==> src/design/xbar_pkg.sv <==
package xbar_pkg;

	// routing geometry, fixed for this slice
	localparam int NUM_IN  = 8;
	localparam int NUM_OUT = 4;
	localparam int DATA_W  = 16;

	localparam int SRC_W = $clog2(NUM_IN);  // bits to name one source
	localparam int CMD_W = NUM_IN * NUM_OUT;

	// one source word
	typedef logic [DATA_W-1:0] data_t;

	// per-source valid strobes
	typedef logic [NUM_IN-1:0] in_valid_t;

	// source k sits in slice k
	typedef logic [NUM_IN*DATA_W-1:0] in_bus_t;

	typedef logic [SRC_W-1:0] src_idx_t;

	// output lane o picks its source from slice o
	typedef logic [NUM_OUT*SRC_W-1:0] src_bus_t;

	typedef logic [NUM_OUT-1:0] lane_mask_t;

	typedef logic [NUM_OUT*DATA_W-1:0] out_bus_t;

	// bit (src*NUM_OUT + lane) set means src drives lane
	typedef logic [CMD_W-1:0] cmd_t;

endpackage

==> src/design/acc_pkg.sv <==
package acc_pkg;

	// sum width, wraps modulo 2^ACC_W
	localparam int ACC_W = 24;

	typedef logic [ACC_W-1:0] acc_t;

	// one sum per output lane, lane o in slice o
	typedef logic [xbar_pkg::NUM_OUT*ACC_W-1:0] acc_bus_t;

endpackage

==> src/design/route_if.sv <==
`timescale 1ns/1ps

interface route_if;
	import xbar_pkg::*;

	logic      en;     // registered enable
	in_valid_t valid;  // raw source valids
	in_bus_t   data;
	cmd_t      cmd;    // one-hot column per lane
	logic      last;   // already gated by enable

	// decode side
	modport src (
		output en,
		output valid,
		output data,
		output cmd,
		output last
	);

	// crossbar side
	modport dst (
		input en,
		input valid,
		input data,
		input cmd,
		input last
	);

endinterface

==> src/design/crossbar_one_hot_seq.sv <==
`timescale 1ns/1ps

module crossbar_one_hot_seq (
	input  logic                 clk,
	input  logic                 i_arst_n,
	route_if.dst                 i_route,
	output xbar_pkg::lane_mask_t o_valid,
	output xbar_pkg::out_bus_t   o_data,
	output logic                 o_last
);
	import xbar_pkg::*;

	// {hit, source index}; hit low when the column is not one-hot
	function automatic logic [SRC_W:0] col_decode(input logic [NUM_IN-1:0] col);
		case (col)
			8'b0000_0001:
			begin
				col_decode = {1'b1, 3'd0};
			end
			8'b0000_0010:
			begin
				col_decode = {1'b1, 3'd1};
			end
			8'b0000_0100:
			begin
				col_decode = {1'b1, 3'd2};
			end
			8'b0000_1000:
			begin
				col_decode = {1'b1, 3'd3};
			end
			8'b0001_0000:
			begin
				col_decode = {1'b1, 3'd4};
			end
			8'b0010_0000:
			begin
				col_decode = {1'b1, 3'd5};
			end
			8'b0100_0000:
			begin
				col_decode = {1'b1, 3'd6};
			end
			8'b1000_0000:
			begin
				col_decode = {1'b1, 3'd7};
			end
			default:
			begin
				col_decode = '0;  // empty or multi-hot column
			end
		endcase
	endfunction

	for (genvar o = 0; o < NUM_OUT; o++)
	begin : g_lane
		logic [NUM_IN-1:0] col;
		logic              hit;
		src_idx_t          sel;
		data_t             word;
		logic              valid_q;
		data_t             data_q;

		// gather this lane's column of the command matrix
		for (genvar k = 0; k < NUM_IN; k++)
		begin : g_col
			assign col[k] = i_route.cmd[k*NUM_OUT + o];
		end

		assign {hit, sel} = col_decode(col);
		assign word = i_route.data[int'(sel)*DATA_W +: DATA_W];

		always_ff @(posedge clk or negedge i_arst_n)
		begin
			if (!i_arst_n)
			begin
				valid_q <= 1'b0;
				data_q  <= '0;
			end
			else if (i_route.en && hit && i_route.valid[sel])
			begin
				valid_q <= 1'b1;
				data_q  <= word;
			end
			else
			begin
				valid_q <= 1'b0;  // disabled lane, invalid source or en low
				data_q  <= '0;
			end
		end

		assign o_valid[o]                = valid_q;
		assign o_data[o*DATA_W +: DATA_W] = data_q;
	end

	// last rides along with the routed beat
	always_ff @(posedge clk or negedge i_arst_n)
	begin
		if (!i_arst_n)
		begin
			o_last <= 1'b0;
		end
		else
		begin
			o_last <= i_route.last;
		end
	end

endmodule

==> src/design/dist_acc_top.sv <==
`timescale 1ns/1ps

module dist_acc_top (
	input  logic                 clk,
	input  logic                 i_arst_n,
	input  logic                 i_en,
	input  xbar_pkg::in_valid_t  i_valid,
	input  xbar_pkg::in_bus_t    i_data,
	input  xbar_pkg::src_bus_t   i_src,
	input  xbar_pkg::lane_mask_t i_lane_en,
	input  logic                 i_last,
	output logic                 o_result_valid,
	output acc_pkg::acc_bus_t    o_result
);
	import xbar_pkg::*;

	// crossbar to accumulator
	lane_mask_t xb_valid;
	out_bus_t   xb_data;
	logic       xb_last;

	route_if route_bus ();

	// stage 1, command decode
	route_decode u_decode (
		.clk       (clk),
		.i_arst_n  (i_arst_n),
		.i_en      (i_en),
		.i_valid   (i_valid),
		.i_data    (i_data),
		.i_src     (i_src),
		.i_lane_en (i_lane_en),
		.i_last    (i_last),
		.o_route   (route_bus.src)
	);

	// stage 2
	crossbar_one_hot_seq u_xbar (
		.clk      (clk),
		.i_arst_n (i_arst_n),
		.i_route  (route_bus.dst),
		.o_valid  (xb_valid),
		.o_data   (xb_data),
		.o_last   (xb_last)
	);

	// stage 3, tile sums
	lane_accumulator u_acc (
		.clk            (clk),
		.i_arst_n       (i_arst_n),
		.i_valid        (xb_valid),
		.i_data         (xb_data),
		.i_last         (xb_last),
		.o_result_valid (o_result_valid),
		.o_result       (o_result)
	);

endmodule

==> src/design/lane_accumulator.sv <==
`timescale 1ns/1ps

module lane_accumulator (
	input  logic                 clk,
	input  logic                 i_arst_n,
	input  xbar_pkg::lane_mask_t i_valid,
	input  xbar_pkg::out_bus_t   i_data,
	input  logic                 i_last,
	output logic                 o_result_valid,
	output acc_pkg::acc_bus_t    o_result
);
	import xbar_pkg::*;
	import acc_pkg::*;

	for (genvar o = 0; o < NUM_OUT; o++)
	begin : g_acc
		data_t word;
		acc_t  addend;
		acc_t  sum_now;
		acc_t  total_q;   // running tile sum
		acc_t  result_q;

		assign word    = i_data[o*DATA_W +: DATA_W];
		assign addend  = i_valid[o] ? acc_t'(word) : '0;  // zero-extended
		assign sum_now = total_q + addend;                // wraps at 2^24

		always_ff @(posedge clk or negedge i_arst_n)
		begin
			if (!i_arst_n)
			begin
				total_q  <= '0;
				result_q <= '0;
			end
			else if (i_last)
			begin
				// tile ends here, this beat included
				result_q <= sum_now;
				total_q  <= '0;
			end
			else
			begin
				total_q <= sum_now;
			end
		end

		assign o_result[o*ACC_W +: ACC_W] = result_q;
	end

	// one cycle per last beat, not held
	always_ff @(posedge clk or negedge i_arst_n)
	begin
		if (!i_arst_n)
		begin
			o_result_valid <= 1'b0;
		end
		else
		begin
			o_result_valid <= i_last;
		end
	end

endmodule

==> src/design/route_decode.sv <==
`timescale 1ns/1ps

module route_decode (
	input  logic                clk,
	input  logic                i_arst_n,
	input  logic                i_en,
	input  xbar_pkg::in_valid_t  i_valid,
	input  xbar_pkg::in_bus_t    i_data,
	input  xbar_pkg::src_bus_t   i_src,
	input  xbar_pkg::lane_mask_t i_lane_en,
	input  logic                i_last,
	route_if.src                o_route
);
	import xbar_pkg::*;

	src_idx_t lane_src [NUM_OUT];
	cmd_t     cmd_next;

	// split the packed source indices per output lane
	for (genvar o = 0; o < NUM_OUT; o++)
	begin : g_src
		assign lane_src[o] = i_src[o*SRC_W +: SRC_W];
	end

	// one bit per enabled lane, none for a disabled one
	always_comb
	begin
		cmd_next = '0;
		for (int o = 0; o < NUM_OUT; o++)
		begin
			if (i_lane_en[o])
			begin
				cmd_next[int'(lane_src[o])*NUM_OUT + o] = 1'b1;
			end
		end
	end

	always_ff @(posedge clk or negedge i_arst_n)
	begin
		if (!i_arst_n)
		begin
			o_route.en    <= 1'b0;
			o_route.valid <= '0;
			o_route.cmd   <= '0;
			o_route.last  <= 1'b0;
		end
		else
		begin
			o_route.en    <= i_en;
			o_route.valid <= i_valid;
			o_route.cmd   <= cmd_next;
			o_route.last  <= i_last & i_en;  // a last without enable ends nothing
		end
	end

	// data words only matter when en is high downstream
	always_ff @(posedge clk)
	begin
		o_route.data <= i_data;
	end

endmodule

==> config.mk <==
export PLATFORM = sky130hd
export DESIGN_NAME = dist_acc_top
export DESIGN_NICKNAME = d
export VERILOG_FILES = /design/src/design/xbar_pkg.sv /design/src/design/acc_pkg.sv /design/src/design/route_if.sv /design/src/design/crossbar_one_hot_seq.sv /design/src/design/dist_acc_top.sv /design/src/design/lane_accumulator.sv /design/src/design/route_decode.sv
export SDC_FILE = /design/constraint.sdc
export NUM_CORES = 1
export LEC_CHECK = 0
export ABC_AREA = 1
export BUFFER_PORTS_ARGS = -buffer_cell sky130_fd_sc_hd__buf_2
export CORE_MARGIN = 4
export CORE_UTILIZATION = 50
export DETAILED_ROUTE_END_ITERATION = 8
export PLACE_DENSITY = 0.73
export SETUP_SLACK_MARGIN = 0.2
export SYNTH_ARGS = -nofsm -noshare
export SYNTH_HDL_FRONTEND = slang
export SYNTH_SLANG_ARGS = --single-unit
==> constraint.sdc <==
create_clock -name clk -period 6.5 [get_ports clk]
set_clock_uncertainty 0.2 [all_clocks]
set_input_delay 1.3 -clock clk [delete_from_list [all_inputs] [get_ports clk]]
set_output_delay 1.3 -clock clk [all_outputs]
set_load 0.1 [all_outputs]
Yosys cells after proc, flatten, opt, wreduce, memory -nomap -nowiden
Cells that the tools add are included.
Widths: inputs -> output; s select.
- bits in registers: 432
- bits of input ports: 156
- add/sub/neg operators: 7
- magnitude comparators: 12
- equality and inequality tests: 32
- shifts and indexed selects: 4
- mux-type cells: 40
- bitwise gates (word level): 4
- reductions and logical operators: 12
- operators with widths (operator ; count):
    $shiftx 128x8->16 ; 4
    $mux 16 ; 8
    $pmux 4 s8 ; 4
    $add 24x24->24 ; 4
    $ge 32x1->1 const B ; 3
    $lt 32x7->1 const B ; 3
    $mux 24 ; 4
    $mux 32 ; 3
    $or 32x32->32 ; 2
    $eq 8x1->1 const B ; 4
    $eq 8x2->1 const B ; 4
    $eq 8x3->1 const B ; 4
    $eq 8x4->1 const B ; 4
    $eq 8x5->1 const B ; 4
    $eq 8x6->1 const B ; 4
    $eq 8x7->1 const B ; 4
    $eq 8x8->1 const B ; 4
    $or 29x32->32 ; 1
    $mux 29 ; 1
    $lt 3x4->1 const B ; 4
    $demux 1 s5 ; 3
    $add 5x2->6 const B ; 2
    $bmux 1 s3 ; 4
    $logic_and 1x1->1 ; 12
    other kinds (6) ; 17

Longest topological paths before layout
- word-level depth: 11
- gate-level depth with buffers: 17

By module
From an unflattened synthesis, not the netlist that was laid out.
- cell total of the unflattened synthesis: 3672
- area total of the unflattened synthesis: 25164.1 µm²
- modules (own cells, without submodules) (module ; instances ; cells each ; area each (µm²) ; seq. area each (µm²)):
    lane_accumulator ; 1 ; 1876 ; 12684.7 ; 4829.6
    crossbar_one_hot_seq ; 1 ; 1556 ; 8603.3 ; 1726.7
    route_decode ; 1 ; 240 ; 3876.2 ; 3613.5

Worst setup path after synthesis
Ideal clock, no wire load.
- path type: register -> register
- from: register u_xbar.g_lane[3].valid_q
- to: register u_acc.g_acc[3].result_q[20]
- data arrival time: 2296 ps
- data required time: 6180 ps
- setup slack: 3884 ps
- cell stages (with the launch flop): 18
- buffers on the path: 2
- period minus slack after synthesis: 2616 ps
- cells stage by stage: dfrtp_1 -> clkbuf_1 -> clkbuf_1 -> nand2_1 -> inv_1 -> ha_1 -> inv_1 -> fa_1 -> inv_1 -> nand3_1 -> nand2_1 -> nand2_1 -> nand2_1 -> nand3_1 -> nand2_1 -> nand3_1 -> nand3_1 -> nand2_1
- cells in the longest elaborated chain, start to end: 2
- ends and longest elaborated chain (what ; line ; text):
    start: declaration ; crossbar_one_hot_seq.sv:61 ; logic valid_q;
    start signal: assignment ; crossbar_one_hot_seq.sv:77 ; valid_q <= 1'b0;
    start signal: assignment ; crossbar_one_hot_seq.sv:82 ; valid_q <= 1'b1;
    start signal: assignment ; crossbar_one_hot_seq.sv:87 ; valid_q <= 1'b0;
    $mux 16 ; lane_accumulator.sv:24 ; assign addend = i_valid[o] ? acc_t'(word) : '0;
    $add 24x24->24 ; lane_accumulator.sv:25 ; assign sum_now = total_q + addend;
    end signal: assignment ; lane_accumulator.sv:37 ; result_q <= sum_now;
    end: declaration ; lane_accumulator.sv:21 ; acc_t result_q;
Every way passes these cells.
A chain may end at the register's enable or synchronous reset.

Worst setup path after layout
- from: register u_decode.o_route.cmd[30]
- to: register u_xbar.g_lane[2].data_q[4]
- cells in the longest elaborated chain, start to end: 6
- ends and longest elaborated chain (what ; line ; text):
    start: declaration ; route_if.sv:17 ; output cmd,
    start signal: assignment ; route_decode.sv:51 ; o_route.cmd <= cmd_next;
    $eq 8x8->1 (tied with other cells) ; crossbar_one_hot_seq.sv:15 ; case (col)
    $pmux 4 s8 * ; crossbar_one_hot_seq.sv:15 ;
    branches (longest 3 deep; another with $shiftx 128x8->16) ; - ;
    $mux 16 * ; crossbar_one_hot_seq.sv:80 ; else if (i_route.en && hit && i_route.valid[sel])
    end signal: assignment ; crossbar_one_hot_seq.sv:83 ; data_q <= word;
    end: declaration ; crossbar_one_hot_seq.sv:62 ; data_t data_q;
Mark *: on every way between the ends. The select of a mux whose other input is x is not followed.

==> impl_metrics.py <==
metrics = {
    "pwr": {
        "seq_power_share": 0.430,
        "p_int_w": 0.00474,
        "swShare": 0.284,
        "p_leak_nw": 14.3,
        "powerDensity_nw_per_um2": 248,
        "pwr-share-comb": 0.146,
        "p_total_w": 0.00663,
        "netSwitchingPower_w": 0.00188,
        "pwr-share-clk": 0.424,
        "ir_worst_vdd_mv": 0.214,
    },
    "cells_and_area": {
        "area_growth_syn_to_layout_pct": 13.0,
        "multiInputGateArea_sq_um": 11300,
        "final-instance-count-excl-fill": 4098,
        "drive_above_1_share": 0.113,
        "final_common_cell": "nand2_1",
        "nFillCells": 4475,
        "fin_nets": 3678,
        "final-seq-area_sq_um": 10200,
        "diodes": 0,
        "final_cell_mix": "nand2_1 (930), nand3_1 (588), inv_1 (352), nor2_1 (306), dfrtp_1 (303)",
    },
    "critical_path": {
        "worstSetupEndpoint": "u_xbar.g_lane[2].data_q[4]$_DFF_PN0_",
        "worst-setup-path-type": "register to register",
        "cp.required_ns": 6.77,
        "rr_endpoint": "u_xbar.g_lane[2].data_q[4]$_DFF_PN0_",
        "startpoint_type": "register",
        "crit_arrival_ns": 4.29,
        "worstSetupStartpoint": "u_decode.o_route.cmd[30]$_DFF_PN0_",
        "reg2reg_depth": 11,
        "cp-end-kind": "register",
        "r2r_start": "u_decode.o_route.cmd[30]$_DFF_PN0_",
        "r2r_slack_ns": 2.49,
        "worstPathMaxFanout": 69,
    },
    "sta": {
        "tightest_slew_ns": 1.16,
        "setup_viol": 0,
        "fmax_mhz": 249,
        "period_needed_ns": 4.01,
        "maxSlewViolCount": 0,
        "relSlewSlack": 0.225,
        "post-route-period-util": 0.617,
        "hold_viol": 0,
        "setup_tns_ns": 0,
        "rsz0062_at_grt": "no",
    },
    "route": {
        "avgRoutedWirePerCell_microns": 17.9,
        "dr.pass1.iters": 9,
        "drtIter0Drc": 2987,
        "vias": 22634,
        "wirelength_microns": 73500,
        "viasPerCell": 5.52,
        "drc": 0,
        "drtAntennaViolNets": 0,
    },
    "placement": {
        "port_buffers": 252,
        "dpl.hpwl_microns": 51900,
        "dp_cells": 4012,
        "gp_congestion": 0.978,
    },
    "logic_synthesis": {
        "ys_ff_latch": 432,
        "syn_nets": 3505,
        "synthArstFlopShare": 0.704,
        "syn_inst": 3281,
        "syn_avg_cell_area_sq_um": 7.20,
        "synth_cell_types": 43,
        "synth-edff-count": 0,
        "yosysWarnings": 0,
        "ys_seq_area_frac": 0.431,
        "syn_area_sq_um": 23600,
        "ys.flop_type": "dfrtp_1",
    },
    "clock_network": {
        "clock-sinks": 432,
        "htree_levels": 2,
        "cts_resized": 0,
        "cts_buffer_depth": 3,
        "clock_latency_ns": 0.59,
        "cts_root_buffer": "clkbuf_16",
        "hold_buffers": 0,
        "cts_buffers": 47,
        "clkTransAtPathRegs_ns": 0.06,
        "post_cts_buffers": 0,
        "cts_tree": "built",
    },
    "grt": {
        "grt_pass1_wl_microns": 116000,
        "antenna_found_initial": 0,
        "grt_overflow_total": 0,
        "grt_usage": 0.285,
        "grt_max_degree": 138,
        "grt_pass1_vias": 21378,
    },
    "floorplanning": {
        "fp.dieW_microns": 225,
        "core_area_sq_um": 46700,
        "die-area_sq_um": 50800,
        "fp.dieH_microns": 225,
        "num_rows": 79,
        "ioPinCount": 253,
        "start_util": 0.506,
    },
    "min_path": {
        "worst_hold_path_type": "register to register",
    },
    "outcome": {
        "outcome": "finished, final reports clean",
    },
    "flow_run": {
        "drv_cap": 0,
    },
}
power groups by stage:
stage	registers, W	logic [W]	clock network (W)
3_5_place_dp	0.00290	0.000936	0
5_1_grt	0.00285	0.00105	0.00297
2_1_floorplan	0.00296	0.000572	0
3_3_place_gp	0.00289	0.000933	0
4_1_cts	0.00284	0.000940	0.00286
6_report	0.00285	0.000967	0.00281
worst max-delay path, cell delays in order, from the launching register on:
cell and delay, ns:
dfrtp_1 0.41, nor2_2 0.07, nand2_2 0.08, nor2_1 0.07
nor2_4 0.76, nand2_4 0.66, inv_1 1.08, nand2_1 0.13
nand3_1 0.14, nand3_1 0.08, nand2_1 0.08, nor2_1 0.04
cells in the mapped netlist (13+ instances only):
cell type,count,area (sq um)
o211ai_1,64,480
inv_1,353,1330
dfrtp_1,304,7610
clkbuf_1,61,229
nand3_1,588,2940
nand2_1,931,3490
nor2_1,306,1150
buf_1,14,52.6
buf_4,19,143
dfxtp_1,128,2560
nand4_1,37,231
xor2_1,17,149
nor2_2,15,93.8
xnor2_1,38,333
buf_2,38,190
ha_1,64,801
o21ai_0,108,541
nor3_1,13,65.1
a21oi_1,94,470
how the worst min path moves through the flow:
stage,from,end,cells after the start
floorplan,u_decode.o_route.last$_DFF_PN0_,u_xbar.o_last$_DFF_PN0_,0
detailed placement,u_decode.o_route.last$_DFF_PN0_,u_xbar.o_last$_DFF_PN0_,0
finish,u_decode.o_route.last$_DFF_PN0_,u_xbar.o_last$_DFF_PN0_,0
global route,u_decode.o_route.last$_DFF_PN0_,u_xbar.o_last$_DFF_PN0_,0
global placement,u_decode.o_route.last$_DFF_PN0_,u_xbar.o_last$_DFF_PN0_,0
CTS,u_decode.o_route.last$_DFF_PN0_,u_xbar.o_last$_DFF_PN0_,0
registers in the layout (all words and copies together) (netlist names):
| register | cells |
|---|---|
| u_acc.g_acc.result_q | 96 |
| u_xbar.g_lane.data_q | 64 |
| u_xbar.g_lane.valid_q | 4 |
| u_decode.o_route.last | 1 |
| u_decode.o_route.en | 1 |
| u_acc.o_result_valid | 1 |
| u_acc.g_acc.total_q | 96 |
| u_decode.o_route.valid | 8 |
| u_decode.o_route.cmd | 32 |
| u_decode.o_route.data | 128 |
| u_xbar.o_last | 1 |
kinds of logic (layout without fill, tap and decap cells):
family / after synthesis / in the layout / share of synthesized area
AOI/OAI and AO/OA: 285 / 285 / 0.0702
xor gates and xnor gates: 55 / 55 / 0.0204
adders and majority gates: 68 / 68 / 0.0373
buffers and inverters: 510 / 720 / 0.0898
DFF: 432 / 432 / 0.431
and+or+nand+nor: 1931 / 1931 / 0.352
metrics by stage:
| stage | setup slack [ns] | hold slack [ns] | instance area, sq um | utilization |
|---|---|---|---|---|
| 5_1_grt | 2.23 | 0.155 | 26700 | 0.572 |
| 4_1_cts | 2.66 | 0.155 | 26700 | 0.572 |
| 3_5_place_dp | 2.68 | 0.142 | 25100 | 0.537 |
| 3_3_place_gp | 2.77 | 0.144 | 25100 | 0.537 |
| 6_report | 2.49 | 0.152 | 26700 | 0.572 |
| 2_1_floorplan | 3.88 | 0.131 | 23600 | - |
metal layers:
metal | track usage | routed length (microns)
met4 | 0.134 | 3690
met5 | 0 | 0
met3 | 0.0535 | 7200
met1 | 0.398 | 30800
met2 | 0.430 | 31800
final cells by class:
type	count	area share
clock buffer	72	0.0534
multi-input combinational	2339	0.425
inverter	367	0.0518
clock inverter	14	0.00792
sequential	432	0.381
tap	607	0.0285
timing repair buffer	267	0.0523
(Power assumes the default switching activity.)
